$ cat config.mk
export PLATFORM = sky130hd
export DESIGN_NAME = writeback_core
export DESIGN_NICKNAME = d
export VERILOG_FILES = /design/src/hw/wb_config_pkg.sv /design/src/hw/wb_types_pkg.sv /design/src/hw/wb_interfaces.sv /design/src/hw/alu_unit.sv /design/src/hw/id_tracking.sv /design/src/hw/mul_unit.sv /design/src/hw/register_file.sv /design/src/hw/write_back.sv /design/src/hw/writeback_core.sv
export SDC_FILE = /design/constraint.sdc
export NUM_CORES = 1
export LEC_CHECK = 0
export ABC_AREA = 1
export BUFFER_PORTS_ARGS = -buffer_cell sky130_fd_sc_hd__buf_2
export CORE_MARGIN = 4
export CORE_UTILIZATION = 50
export DETAILED_ROUTE_END_ITERATION = 16
export GPL_ROUTABILITY_DRIVEN = 1
export PLACE_DENSITY = 0.78
export SYNTH_ARGS = -nofsm -noshare
export SYNTH_HDL_FRONTEND = slang
export SYNTH_SLANG_ARGS = --single-unit
$ cat constraint.sdc
create_clock -name clk -period 3.15 [get_ports clk]
set_input_delay 0.63 -clock clk [delete_from_list [all_inputs] [get_ports clk]]
set_output_delay 0.63 -clock clk [all_outputs]
set_load 0.02 [all_outputs]
$ cat src/hw/wb_config_pkg.sv
/*
 * Write-back core sizing
 * Data width, ID space, reporting units and multiplier length
 */

package wb_config_pkg;

    // Datapath width
    localparam int XLEN = 16;

    // Instruction IDs in flight, power of two so pointers wrap naturally
    localparam int MAX_INFLIGHT = 4;

    // Units reporting into write-back (ALU, MUL)
    localparam int NUM_WB_UNITS = 2;

    // One multiplier bit per iteration
    localparam int MUL_CYCLES = XLEN;

    // Architectural registers
    localparam int REG_COUNT = 16;

endpackage

$ cat src/hw/wb_types_pkg.sv
/*
 * Write-back core types
 * IDs, register addresses, in-flight packet and issue encodings
 */

package wb_types_pkg;

    import wb_config_pkg::*;

    typedef logic [$clog2(MAX_INFLIGHT)-1:0] id_t;
    typedef logic [$clog2(REG_COUNT)-1:0] reg_addr_t;

    // Held per ID from issue until retirement
    typedef struct packed {
        reg_addr_t rd_addr;
        logic      rd_addr_nzero;
    } inflight_packet_t;

    // Execution unit select, also the unit's slot in the write-back array
    typedef enum logic {
        UNIT_ALU = 1'b0,
        UNIT_MUL = 1'b1
    } unit_sel_t;

    typedef enum logic [1:0] {
        ALU_ADD = 2'd0,
        ALU_SUB = 2'd1,
        ALU_XOR = 2'd2
    } alu_op_t;

endpackage

$ cat src/hw/wb_interfaces.sv
/*
 * Write-back interfaces
 * unit_wb_if carries one unit's result report into write-back,
 * tracking_if links issue, ID tracking and the packet table
 */

interface unit_wb_if
    import wb_config_pkg::*, wb_types_pkg::*;
();

    // Single-cycle pulse, id and rd valid with it
    logic            done;
    id_t             id;
    logic [XLEN-1:0] rd;
    // Unit cannot take a new start
    logic            busy;

    modport unit (output done, id, rd, busy);
    modport wb (input done, id, rd, busy);

endinterface

interface tracking_if
    import wb_types_pkg::*;
();

    // Operation accepted this cycle
    logic             issued;
    // A free ID exists
    logic             id_available;
    // ID given to the next accepted operation
    id_t              issue_id;
    // Destination info of the operation being issued
    inflight_packet_t inflight_packet;

    modport tracker (input issued, output id_available, issue_id);
    modport wb (input issued, id_available, issue_id, inflight_packet);

endinterface

$ cat src/hw/alu_unit.sv
/*
 * Single-cycle ALU
 * Add, subtract and xor, result reported with the issuing ID
 * one cycle after start
 */

module alu_unit
    import wb_config_pkg::*, wb_types_pkg::*;
(
    input  logic            clk,
    input  logic            rst,
    input  logic            start,
    input  alu_op_t         op,
    input  logic [XLEN-1:0] a,
    input  logic [XLEN-1:0] b,
    input  id_t             id,
    unit_wb_if.unit         wb
);

    logic [XLEN-1:0] result;

    always_comb begin
        case (op)
            ALU_SUB: result = a - b;
            ALU_XOR: result = a ^ b;
            default: result = a + b;
        endcase
    end

    // Done pulse follows start by one edge
    always_ff @(posedge clk) begin
        if (rst)
            wb.done <= 1'b0;
        else
            wb.done <= start;
    end

    // Result and ID held until the next start
    always_ff @(posedge clk) begin
        if (start) begin
            wb.rd <= result;
            wb.id <= id;
        end
    end

    // Always ready
    assign wb.busy = 1'b0;

endmodule

$ cat src/hw/id_tracking.sv
/*
 * Instruction ID tracking
 * Issue pointer, oldest pointer and in-flight count.
 * IDs are handed out and retired in the same circular order.
 */

module id_tracking
    import wb_config_pkg::*, wb_types_pkg::*;
(
    input  logic          clk,
    input  logic          rst,
    tracking_if.tracker   ti,
    input  logic          retired,
    output id_t           oldest_id,
    output logic          empty
);

    id_t                            issue_ptr;
    id_t                            oldest_ptr;
    logic [$clog2(MAX_INFLIGHT):0]  inflight_count;

    //////////////////////////////////////////////////
    // Pointers

    // Both pointers wrap at MAX_INFLIGHT through the id_t width
    always_ff @(posedge clk) begin
        if (rst) begin
            issue_ptr <= '0;
            oldest_ptr <= '0;
        end else begin
            if (ti.issued)
                issue_ptr <= issue_ptr + 1'b1;
            if (retired)
                oldest_ptr <= oldest_ptr + 1'b1;
        end
    end

    //////////////////////////////////////////////////
    // Occupancy

    always_ff @(posedge clk) begin
        if (rst) begin
            inflight_count <= '0;
        end else begin
            case ({ti.issued, retired})
                2'b10:   inflight_count <= inflight_count + 1'b1;
                2'b01:   inflight_count <= inflight_count - 1'b1;
                default: inflight_count <= inflight_count;
            endcase
        end
    end

    assign ti.id_available = (inflight_count < MAX_INFLIGHT);
    assign ti.issue_id = issue_ptr;
    assign oldest_id = oldest_ptr;
    assign empty = (inflight_count == '0);

endmodule

$ cat src/hw/mul_unit.sv
/*
 * Iterative multiplier
 * Shift-add, one multiplier bit per cycle over MUL_CYCLES iterations.
 * Low XLEN bits of the product reported with the issuing ID.
 */

module mul_unit
    import wb_config_pkg::*, wb_types_pkg::*;
(
    input  logic            clk,
    input  logic            rst,
    input  logic            start,
    input  logic [XLEN-1:0] a,
    input  logic [XLEN-1:0] b,
    input  id_t             id,
    unit_wb_if.unit         wb
);

    typedef enum logic [1:0] {
        S_IDLE,
        S_BUSY,
        S_DONE
    } mul_state_t;

    mul_state_t                     state;
    logic [$clog2(MUL_CYCLES)-1:0]  iter;
    logic [XLEN-1:0]                mcand;
    logic [XLEN-1:0]                mplier;
    logic [XLEN-1:0]                acc;
    id_t                            id_r;

    //////////////////////////////////////////////////
    // FSM

    // A new start is taken from idle or from the done cycle
    always_ff @(posedge clk) begin
        if (rst) begin
            state <= S_IDLE;
            iter <= '0;
        end else begin
            case (state)
                S_BUSY: begin
                    iter <= iter + 1'b1;
                    if (iter == MUL_CYCLES - 1)
                        state <= S_DONE;
                end
                default: begin
                    iter <= '0;
                    state <= start ? S_BUSY : S_IDLE;
                end
            endcase
        end
    end

    //////////////////////////////////////////////////
    // Shift-add datapath

    always_ff @(posedge clk) begin
        if (start && state != S_BUSY) begin
            mcand <= a;
            mplier <= b;
            acc <= '0;
            id_r <= id;
        end else if (state == S_BUSY) begin
            // Add shifted multiplicand for each set multiplier bit
            if (mplier[0])
                acc <= acc + mcand;
            mcand <= mcand << 1;
            mplier <= mplier >> 1;
        end
    end

    // Done on the cycle after the last iteration
    assign wb.done = (state == S_DONE);
    assign wb.busy = (state == S_BUSY);
    assign wb.rd = acc;
    assign wb.id = id_r;

endmodule

$ cat src/hw/register_file.sv
/*
 * Register file
 * One commit write port, one asynchronous read port.
 * Register zero is never written.
 */

module register_file
    import wb_config_pkg::*, wb_types_pkg::*;
(
    input  logic            clk,
    input  logic            rst,
    input  logic            we,
    input  reg_addr_t       wr_addr,
    input  logic            nzero,
    input  logic [XLEN-1:0] wr_data,
    input  reg_addr_t       rd_addr,
    output logic [XLEN-1:0] rd_data
);

    logic [XLEN-1:0] regs [REG_COUNT];

    // Writes to register zero dropped through nzero
    always_ff @(posedge clk) begin
        if (rst) begin
            for (int i = 0; i < REG_COUNT; i++)
                regs[i] <= '0;
        end else if (we && nzero) begin
            regs[wr_addr] <= wr_data;
        end
    end

    assign rd_data = regs[rd_addr];

endmodule

$ cat src/hw/write_back.sv
/*
 * Write-back
 * Collects unit results out of order into a table indexed by ID,
 * keeps a done bit per ID and retires the oldest done ID each cycle.
 * The commit to the register file follows retirement by one cycle.
 */

module write_back
    import wb_config_pkg::*, wb_types_pkg::*;
(
    input  logic            clk,
    input  logic            rst,
    unit_wb_if.wb           unit_wb [NUM_WB_UNITS],
    tracking_if.wb          ti,
    input  id_t             oldest_id,
    input  logic            empty,
    output logic            retired,
    output logic            commit,
    output id_t             commit_id,
    output reg_addr_t       commit_rd,
    output logic            commit_rd_nzero,
    output logic [XLEN-1:0] commit_data
);

    // Unit report signals as arrays for dynamic indexing
    id_t                                unit_id [NUM_WB_UNITS];
    logic [NUM_WB_UNITS-1:0]            unit_done;
    logic [XLEN-1:0]                    unit_rd [NUM_WB_UNITS];

    logic [XLEN-1:0]                    rds_by_id [MAX_INFLIGHT];
    logic [$clog2(NUM_WB_UNITS)-1:0]    id_unit_sel [MAX_INFLIGHT];
    logic [MAX_INFLIGHT-1:0]            id_done_new;
    logic [MAX_INFLIGHT-1:0]            id_done_r;
    logic [MAX_INFLIGHT-1:0]            retire_onehot;

    inflight_packet_t                   packet_table [MAX_INFLIGHT];
    inflight_packet_t                   retired_packet;
    id_t                                retired_id_r;
    logic                               retired_r;

    for (genvar u = 0; u < NUM_WB_UNITS; u++) begin : g_unit_arrays
        assign unit_id[u] = unit_wb[u].id;
        assign unit_done[u] = unit_wb[u].done;
        assign unit_rd[u] = unit_wb[u].rd;
    end

    //////////////////////////////////////////////////
    // Result capture by ID

    // Which unit reports each ID this cycle, at most one
    always_comb begin
        for (int i = 0; i < MAX_INFLIGHT; i++) begin
            id_done_new[i] = 1'b0;
            id_unit_sel[i] = '0;
            for (int j = 0; j < NUM_WB_UNITS; j++) begin
                if (unit_done[j] && unit_id[j] == id_t'(i)) begin
                    id_unit_sel[i] = j[$clog2(NUM_WB_UNITS)-1:0];
                    id_done_new[i] = 1'b1;
                end
            end
        end
    end

    always_ff @(posedge clk) begin
        for (int i = 0; i < MAX_INFLIGHT; i++) begin
            if (id_done_new[i])
                rds_by_id[i] <= unit_rd[id_unit_sel[i]];
        end
    end

    //////////////////////////////////////////////////
    // In-flight packets

    // Destination info written at the issue edge
    always_ff @(posedge clk) begin
        if (ti.issued)
            packet_table[ti.issue_id] <= ti.inflight_packet;
    end

    //////////////////////////////////////////////////
    // Done bits and retirement

    // Oldest ID leaves once its result is in the table
    assign retired = id_done_r[oldest_id] & ~empty;

    always_comb begin
        retire_onehot = '0;
        retire_onehot[oldest_id] = retired;
    end

    // Retired bit drops at the retire edge, new reports set theirs
    always_ff @(posedge clk) begin
        if (rst)
            id_done_r <= '0;
        else
            id_done_r <= (id_done_r & ~retire_onehot) | id_done_new;
    end

    always_ff @(posedge clk) begin
        if (rst)
            retired_r <= 1'b0;
        else
            retired_r <= retired;
    end

    // Packet and ID read out for the commit cycle
    always_ff @(posedge clk) begin
        retired_id_r <= oldest_id;
        retired_packet <= packet_table[oldest_id];
    end

    //////////////////////////////////////////////////
    // Commit

    assign commit = retired_r;
    assign commit_id = retired_id_r;
    assign commit_rd = retired_packet.rd_addr;
    assign commit_rd_nzero = retired_packet.rd_addr_nzero;
    assign commit_data = rds_by_id[retired_id_r];

endmodule

$ cat src/hw/writeback_core.sv
/*
 * Write-back core top level
 * Issue steering to ALU or multiplier, ID tracking,
 * in-order write-back and the register file
 */

module writeback_core
    import wb_config_pkg::*, wb_types_pkg::*;
(
    input  logic            clk,
    input  logic            rst,
    input  logic            issue_valid,
    input  unit_sel_t       issue_unit,
    input  alu_op_t         issue_op,
    input  logic [XLEN-1:0] issue_a,
    input  logic [XLEN-1:0] issue_b,
    input  reg_addr_t       issue_rd,
    output logic            issue_ready,
    output logic            commit,
    output id_t             commit_id,
    output reg_addr_t       commit_rd,
    output logic [XLEN-1:0] commit_data,
    input  reg_addr_t       rf_read_addr,
    output logic [XLEN-1:0] rf_read_data
);

    unit_wb_if  unit_wb [NUM_WB_UNITS] ();
    tracking_if ti ();

    id_t  oldest_id;
    logic empty;
    logic retired;
    logic accept;
    logic commit_rd_nzero;

    //////////////////////////////////////////////////
    // Issue

    // Multiplier only takes a start while not iterating
    assign issue_ready = ti.id_available && (issue_unit == UNIT_ALU || !unit_wb[UNIT_MUL].busy);
    assign accept = issue_valid && issue_ready;

    assign ti.issued = accept;
    assign ti.inflight_packet.rd_addr = issue_rd;
    assign ti.inflight_packet.rd_addr_nzero = (issue_rd != '0);

    id_tracking id_tracking_i (
        .clk      (clk),
        .rst      (rst),
        .ti       (ti.tracker),
        .retired  (retired),
        .oldest_id(oldest_id),
        .empty    (empty)
    );

    //////////////////////////////////////////////////
    // Execution units

    alu_unit alu_unit_i (
        .clk  (clk),
        .rst  (rst),
        .start(accept && issue_unit == UNIT_ALU),
        .op   (issue_op),
        .a    (issue_a),
        .b    (issue_b),
        .id   (ti.issue_id),
        .wb   (unit_wb[UNIT_ALU].unit)
    );

    mul_unit mul_unit_i (
        .clk  (clk),
        .rst  (rst),
        .start(accept && issue_unit == UNIT_MUL),
        .a    (issue_a),
        .b    (issue_b),
        .id   (ti.issue_id),
        .wb   (unit_wb[UNIT_MUL].unit)
    );

    //////////////////////////////////////////////////
    // Write-back and commit

    write_back write_back_i (
        .clk            (clk),
        .rst            (rst),
        .unit_wb        (unit_wb),
        .ti             (ti.wb),
        .oldest_id      (oldest_id),
        .empty          (empty),
        .retired        (retired),
        .commit         (commit),
        .commit_id      (commit_id),
        .commit_rd      (commit_rd),
        .commit_rd_nzero(commit_rd_nzero),
        .commit_data    (commit_data)
    );

    register_file register_file_i (
        .clk    (clk),
        .rst    (rst),
        .we     (commit),
        .wr_addr(commit_rd),
        .nzero  (commit_rd_nzero),
        .wr_data(commit_data),
        .rd_addr(rf_read_addr),
        .rd_data(rf_read_data)
    );

endmodule

==> results.toml, run 1 <==
[clock_tree]
cts_inserted_buffers = 46
post_cts_hold_buffer_count = 0
worst_setup_hold_path_clk_slew_ns = 0.06
cts-htree-levels = 2
clkSinkCount = 434
post_cts.repair.setup_buffers = 0
clock_tree_root = "sky130_fd_sc_hd__clkbuf_16"
gates_resized_cts_repair = 0
cts_tree = "yes"
number_of_buffers_on_the_longest_clock_path = 3
clock_insertion_delay_worst_skew_ns = 0.58

[critical_path]
worst_setup_path_startpoint = "commit_id[1]"
timing.critical_path.arrival_ns = 2.20
criticalPathCategory = "reg -> out"
ff2ff_path_depth = 12
worst_r2r_src = "id_tracking_i.oldest_id[0]"
timing.rr.end = "id_tracking_i.inflight_count[2]"
crit_path_start_kind = "flip-flop"
endpoint = "commit_data[13]"
timing.reg2reg.setup_slack_ns = 0.36
crit_fanout = 16
crit_path_end_kind = "output pin"
worstPathRequired_ns = 2.52

[power]
power.ir.vdd_worst_uv = 370.7
power_mw = 13.82
static-leakage-power_nw = 9.806
power_per_cell_area_nw_per_um2 = 579.8

[floorplan]
io-pin-count = 86
die_width_um = 214.2
core_area_sq_um = 41950
floorplan.initialDensity = 0.5068
row_count = 75
die_area_sq_um = 45880
chipHeight_um = 214.2

[run_status]
status = "finished clean"

[synth]
postSynth.asyncResetShare = 0
yosys.cell_count.top_type = "sky130_fd_sc_hd__edfxtp_1"
synthCells = 2154
synthesis.area_per_instance_sq_um = 9.870
synth_cell_types = 39
netlist_top_cells_area = "sky130_fd_sc_hd__edfxtp_1 (55%), sky130_fd_sc_hd__nand2_1 (6.1%), sky130_fd_sc_hd__nor2_1 (5.8%)"
seq_area_frac_synth = 0.5933
synth_edf_count = 392
ys.flop_type = "sky130_fd_sc_hd__edfxtp_1"
yosys.area.top_type_share = 0.5537
register_bit_count_reported_by_yosys = 434
syn-num-nets = 2244
synth_commonest_cells = "sky130_fd_sc_hd__edfxtp_1 (392), sky130_fd_sc_hd__nand2_1 (348), sky130_fd_sc_hd__nor2_1 (329), sky130_fd_sc_hd__o21ai_0 (226), sky130_fd_sc_hd__inv_1 (208)"
yosys_warnings = 0
netlist.top_cell.by_area = "sky130_fd_sc_hd__edfxtp_1"
post_synth_instance_area_sq_um = 21260

[cells_and_area]
areaGrowthSynthToFinish_pct = 12.09
regArea_sq_um = 12610
final_layout_size_suffix_gt1_frac = 0.1185
multi_input_area_sq_um = 7196
antenna-diode-count = 0
post-route-util = 0.5681
fillCellCount = 3415
finish.net_count = 2335

[drt]
vias = 15650
drcViolationCount = 0
post_route_antenna_net_violation_count = 0
drt_iter0_drc = 1406
avgViaCountPerCell = 5.556
detailedRoute.firstPassIterationCount = 6
route.final.wire_length_um = 49610
routedWlPerCell_um = 17.61

[timing]
grt_setup_unrepaired = "false"
timing.fmax_mhz = 353.7
min_period_ns = 2.827
finalClockSkew_ns = 0.03594
max-slew-margin-rel = 0.4419
finalCritPeriodShare = 0.8976
fin_setup_tns_ns = 0
finalSetupViolations = 0
final_hold_vio_count = 0
report.final.slew_viol_count = 0
worst_max_slew_pin_slew_ns = 0.8351

[global_routing]
grt_first_pass_wirelength_um = 79630
globalRouteTotalUtil = 0.2126
first_global_vias = 15630
maximum_number_of_pins_on_one_net_before_global_route_repair = 43
gr-total-overflow = 0
number_of_antenna_violations_at_the_first_check_in_global_routing = 1

[place]
routabilityCongestion = 0.8822
io_buffer_count = 85
post-dp-hpwl_um = 34310

[min_path]
hp-class = "in -> reg"
worstHoldStart = "issue_unit"

[flow_run]
max_cap_violations = 0
[registers in the layout, summed over array words and instances (netlist names)]
signal / count
id_tracking_i.ti.issue_id: 2
write_back_i.packet_table: 20
mul_unit_i.mplier: 16
alu_unit_i.wb.done: 1
alu_unit_i.wb.id: 2
alu_unit_i.wb.rd: 16
mul_unit_i.state: 2
write_back_i.id_done_r: 4
id_tracking_i.oldest_id: 2
write_back_i.commit: 1
write_back_i.commit_rd_nzero: 1
write_back_i.rds_by_id: 64
mul_unit_i.wb.id: 2
id_tracking_i.inflight_count: 3
mul_unit_i.iter: 4
commit_id: 2
mul_unit_i.wb.rd: 16
write_back_i.commit_rd: 4
mul_unit_i.mcand: 16
register_file_i.regs: 256
[routing by layer]
metal  wire, um  GRT usage  vias up
met5          0          0        -
met1      19080     0.2540     7413
li1           -          -     7539
met2      25970     0.3911      602
met3       3088    0.03146       96
met4       1468    0.07521        0
[kinds of logic after synthesis]
logic type | count (synthesis) | synth area share
xor+xnor | 34 | 0.01401
flops | 434 | 0.5933
buf+inv | 344 | 0.06827
mux | 64 | 0.03013
simple gates | 782 | 0.1469
compound gates | 452 | 0.1205
fa+ha+maj | 44 | 0.02696
[area by class of cell]
class | instances | share of cell area
Clock inverter | 23 | 0.008926
Sequential cell | 434 | 0.5293
Tap cell | 539 | 0.02830
Inverter | 227 | 0.03576
Multi-Input combinational cell | 1376 | 0.3020
Timing Repair Buffer | 160 | 0.04384
Clock buffer | 58 | 0.05193
[per-stage QoR]
step / area, sq um / worst slack (ns) / hold slack [ns] / std cells
2_1_floorplan: 21260 / 0.3488 / 0.4029 / 2154
3_3_place_gp: 22380 / 0.01660 / 0.4276 / 2736
3_5_place_dp: 22380 / -0.04441 / 0.4433 / 2736
4_1_cts: 23830 / 0.2631 / 0.2772 / 2817
5_1_grt: 23830 / 0.08766 / 0.2829 / 2817
6_report: 23830 / 0.3226 / 0.3058 / 2817
[cell usage in the layout, fill, tap and decap left out, types with 3 or more instances in the layout]
| cell type | count |
|---|---|
| sky130_fd_sc_hd__inv_1 | 208 |
| sky130_fd_sc_hd__ha_1 | 41 |
| sky130_fd_sc_hd__bufinv_16 | 3 |
| sky130_fd_sc_hd__a31oi_1 | 3 |
| sky130_fd_sc_hd__edfxtp_1 | 392 |
| sky130_fd_sc_hd__buf_2 | 84 |
| sky130_fd_sc_hd__nand4_1 | 4 |
| sky130_fd_sc_hd__nand2_1 | 348 |
| sky130_fd_sc_hd__clkbuf_16 | 47 |
| sky130_fd_sc_hd__nor3_2 | 4 |
| sky130_fd_sc_hd__o22ai_1 | 6 |
| sky130_fd_sc_hd__o21bai_1 | 4 |
| sky130_fd_sc_hd__nor2_2 | 8 |
| sky130_fd_sc_hd__a32oi_1 | 10 |
| sky130_fd_sc_hd__o21ai_0 | 226 |
| sky130_fd_sc_hd__fa_1 | 3 |
| sky130_fd_sc_hd__nor2_1 | 329 |
| sky130_fd_sc_hd__nand2_2 | 5 |
| sky130_fd_sc_hd__dfxtp_1 | 42 |
| sky130_fd_sc_hd__xor2_1 | 20 |
| sky130_fd_sc_hd__clkbuf_1 | 9 |
| sky130_fd_sc_hd__nand3_1 | 73 |
| sky130_fd_sc_hd__buf_12 | 4 |
| sky130_fd_sc_hd__o211ai_1 | 66 |
| sky130_fd_sc_hd__mux2i_1 | 64 |
| sky130_fd_sc_hd__buf_4 | 71 |
| sky130_fd_sc_hd__xnor2_1 | 14 |
| sky130_fd_sc_hd__nor3_1 | 4 |
| sky130_fd_sc_hd__inv_2 | 19 |
| sky130_fd_sc_hd__clkinv_2 | 8 |
| sky130_fd_sc_hd__a21oi_1 | 128 |
| sky130_fd_sc_hd__a32oi_2 | 6 |
| sky130_fd_sc_hd__clkinv_1 | 7 |
[report_power, final]
part           switching [mW]  internal (mW)  leakage [nW]
Sequential              0.151           6.59          4.24
Clock                    2.17           3.02         0.707
Combinational            1.26          0.620          4.85
Total                    3.58           10.2          9.81
[worst max-delay path, cell delays in order, from the launching register on]
cell and delay (ns):
sky130_fd_sc_hd__dfxtp_1 0.33, sky130_fd_sc_hd__inv_1 0.29, sky130_fd_sc_hd__buf_4 0.29, sky130_fd_sc_hd__a21oi_1 0.06, sky130_fd_sc_hd__a32oi_1 0.40, sky130_fd_sc_hd__buf_2 0.26
[how the worst min path moves through the flow]
stage / to / slack (ns) / cells past startpoint
CTS: alu_unit_i.wb.done / 0.28 / 2
global placement: mul_unit_i.iter[0] / 0.43 / 1
detailed placement: mul_unit_i.iter[0] / 0.44 / 1
floorplan: commit_id[0] / 0.40 / 0
finish: alu_unit_i.wb.done / 0.31 / 2
global route: write_back_i.packet_table[0][3] / 0.28 / 1
Note: power is estimated with default switching activity, not from simulation.
==> inputs of run 2 (changes only) <==
==> constraint.sdc (replaced) <==
create_clock -name clk -period 3.15 [get_ports clk]
set_input_delay 0.4725 -clock clk [delete_from_list [all_inputs] [get_ports clk]]
set_output_delay 0.4725 -clock clk [all_outputs]
set_load 0.02 [all_outputs]
==> run 2 against run 1 <==
Against the previous run:
- count of clock-buffer cells in the layout fell by 3
- via count fell by 1.2%
- combinational power is 2% lower
- wire length decreased by 1.5%
- total power shrank 0.29%
- die area stayed put
- clock skew down 0.0063 ns
- critical path type unchanged
- largest power group unchanged
==> results.toml, run 2 (same netlist as run 1, synthesis figures left out) <==
[clock_tree]
gates_resized_cts_repair = 0
cts_tree = "yes"
cts-htree-levels = 2
cts_inserted_buffers = 45
worst_setup_hold_path_clk_slew_ns = 0.06
post_cts_hold_buffer_count = 0
clock_tree_root = "sky130_fd_sc_hd__clkbuf_16"
clock_insertion_delay_worst_skew_ns = 0.57
number_of_buffers_on_the_longest_clock_path = 3
post_cts.repair.setup_buffers = 0
clkSinkCount = 434

[timing]
finalClockSkew_ns = 0.02959
finalCritPeriodShare = 0.9154
worst_max_slew_pin_slew_ns = 0.8797
min_period_ns = 2.884
final_hold_vio_count = 0
fin_setup_tns_ns = 0
max-slew-margin-rel = 0.4121
finalSetupViolations = 0
hold_ws_ns = 0.1478
timing.fmax_mhz = 346.8
grt_setup_unrepaired = "false"
report.final.slew_viol_count = 0

[power]
power_per_cell_area_nw_per_um2 = 582.3
power_switching_mw = 3.565
share_comb_of_total_power = 0.134
power.share.switching = 0.2588
power.ir.vdd_worst_uv = 402.0
p_int_mw = 10.21
clock_power_share = 0.377
seq_power_share = 0.489
static-leakage-power_nw = 9.711

[place]
post-dp-hpwl_um = 33890
post_dp_cell_area_sq_um = 22230
io_buffer_count = 85
routabilityCongestion = 0.8860

[global_routing]
globalRouteTotalUtil = 0.2066
maximum_number_of_pins_on_one_net_before_global_route_repair = 60
gr-total-overflow = 0
grt_first_pass_wirelength_um = 77650
first_global_vias = 15280
number_of_antenna_violations_at_the_first_check_in_global_routing = 0

[cells_and_area]
fillCellCount = 3517
layout_top_registers = "register_file_i.regs (256), write_back_i.rds_by_id (64), write_back_i.packet_table (20)"
final_cell_area_sq_um = 23660
finish.net_count = 2316
multi_input_area_sq_um = 7196
regArea_sq_um = 12610
regMostFlops = "register_file_i.regs"
final_layout_size_suffix_gt1_frac = 0.1124
antenna-diode-count = 0
areaGrowthSynthToFinish_pct = 11.29
largest_reg_flops = 256
layout_common_cells = "sky130_fd_sc_hd__edfxtp_1 (392), sky130_fd_sc_hd__nand2_1 (348), sky130_fd_sc_hd__nor2_1 (329)"
layout.cells.most_common = "sky130_fd_sc_hd__edfxtp_1"

[critical_path]
crit_path_start_kind = "flip-flop"
worstPathRequired_ns = 2.68
timing.critical_path.arrival_ns = 2.41
crit_path_end_kind = "output pin"
criticalPathCategory = "reg -> out"
crit_fanout = 20

[floorplan]
core_area_sq_um = 41950
floorplan.initialDensity = 0.5068
row_count = 75
io-pin-count = 86
die_width_um = 214.2
die_area_sq_um = 45880
chipHeight_um = 214.2

[drt]
drt_iter0_drc = 1255
post_route_antenna_net_violation_count = 0
routedWlPerCell_um = 17.47
drcViolationCount = 0
detailedRoute.firstPassIterationCount = 5
vias = 15460
avgViaCountPerCell = 5.526
route.final.wire_length_um = 48890

[run_status]
status = "finished clean"

[flow_run]
max_cap_violations = 0

[min_path]
hp-class = "in -> reg"
run 2: worst max-delay path, cell delays in order (launching register included):
cell and delay (ns):
sky130_fd_sc_hd__dfxtp_1 0.33, sky130_fd_sc_hd__inv_1 0.56, sky130_fd_sc_hd__a21oi_1 0.09, sky130_fd_sc_hd__a32oi_1 0.58
sky130_fd_sc_hd__buf_2 0.29
run 2: area by class of cell:
class,count,area share
inverters,227,0.03601
clock buffers,55,0.05045
clock inverters,25,0.009889
flip-flops and latches,434,0.5331
multi-input cells,1376,0.3041
well taps,539,0.02851
repair buffers,142,0.03792
run 2: per-layer routing:
metal | vias up | wire length, um | GRT usage
li1 | 7490 | - | -
met1 | 7306 | 18980 | 0.2464
met2 | 551 | 25340 | 0.3821
met3 | 116 | 2913 | 0.02735
met4 | 0 | 1656 | 0.07564
met5 | - | 0 | 0
run 2: power groups by stage:
| stage | Clock, mW | Combinational (mW) | Sequential, mW |
|---|---|---|---|
| 2_1_floorplan | 0 | 1.32 | 6.82 |
| 6_report | 5.19 | 1.84 | 6.74 |
| 5_1_grt | 5.48 | 2.08 | 6.77 |
| 4_1_cts | 5.27 | 1.84 | 6.74 |
| 3_5_place_dp | 0 | 1.83 | 6.86 |
| 3_3_place_gp | 0 | 1.78 | 6.85 |
run 2: stage by stage:
stage | power, mW | std cells | util | worst slack, ns
6_report | 13.78 | 2798 | 0.5640 | 0.2665
5_1_grt | 14.32 | 2798 | 0.5640 | 0.06848
4_1_cts | 13.85 | 2798 | 0.5640 | 0.2834
3_5_place_dp | 8.693 | 2718 | 0.5300 | 0.04983
3_3_place_gp | 8.624 | 2718 | 0.5300 | 0.1204
2_1_floorplan | 8.141 | 2154 | - | 0.5063
run 2: path summary, 6_finish.rpt:
check	from	endpoint	slack, ns	depth (start not counted)
max	commit_id[1]	commit_data[7]	0.27	4
min	issue_unit	alu_unit_i.wb.done	0.15	2
max reg2reg	id_tracking_i.oldest_id[0]	id_tracking_i.inflight_count[2]	0.38	12
min reg2reg	mul_unit_i.iter[0]	mul_unit_i.iter[0]	0.45	1
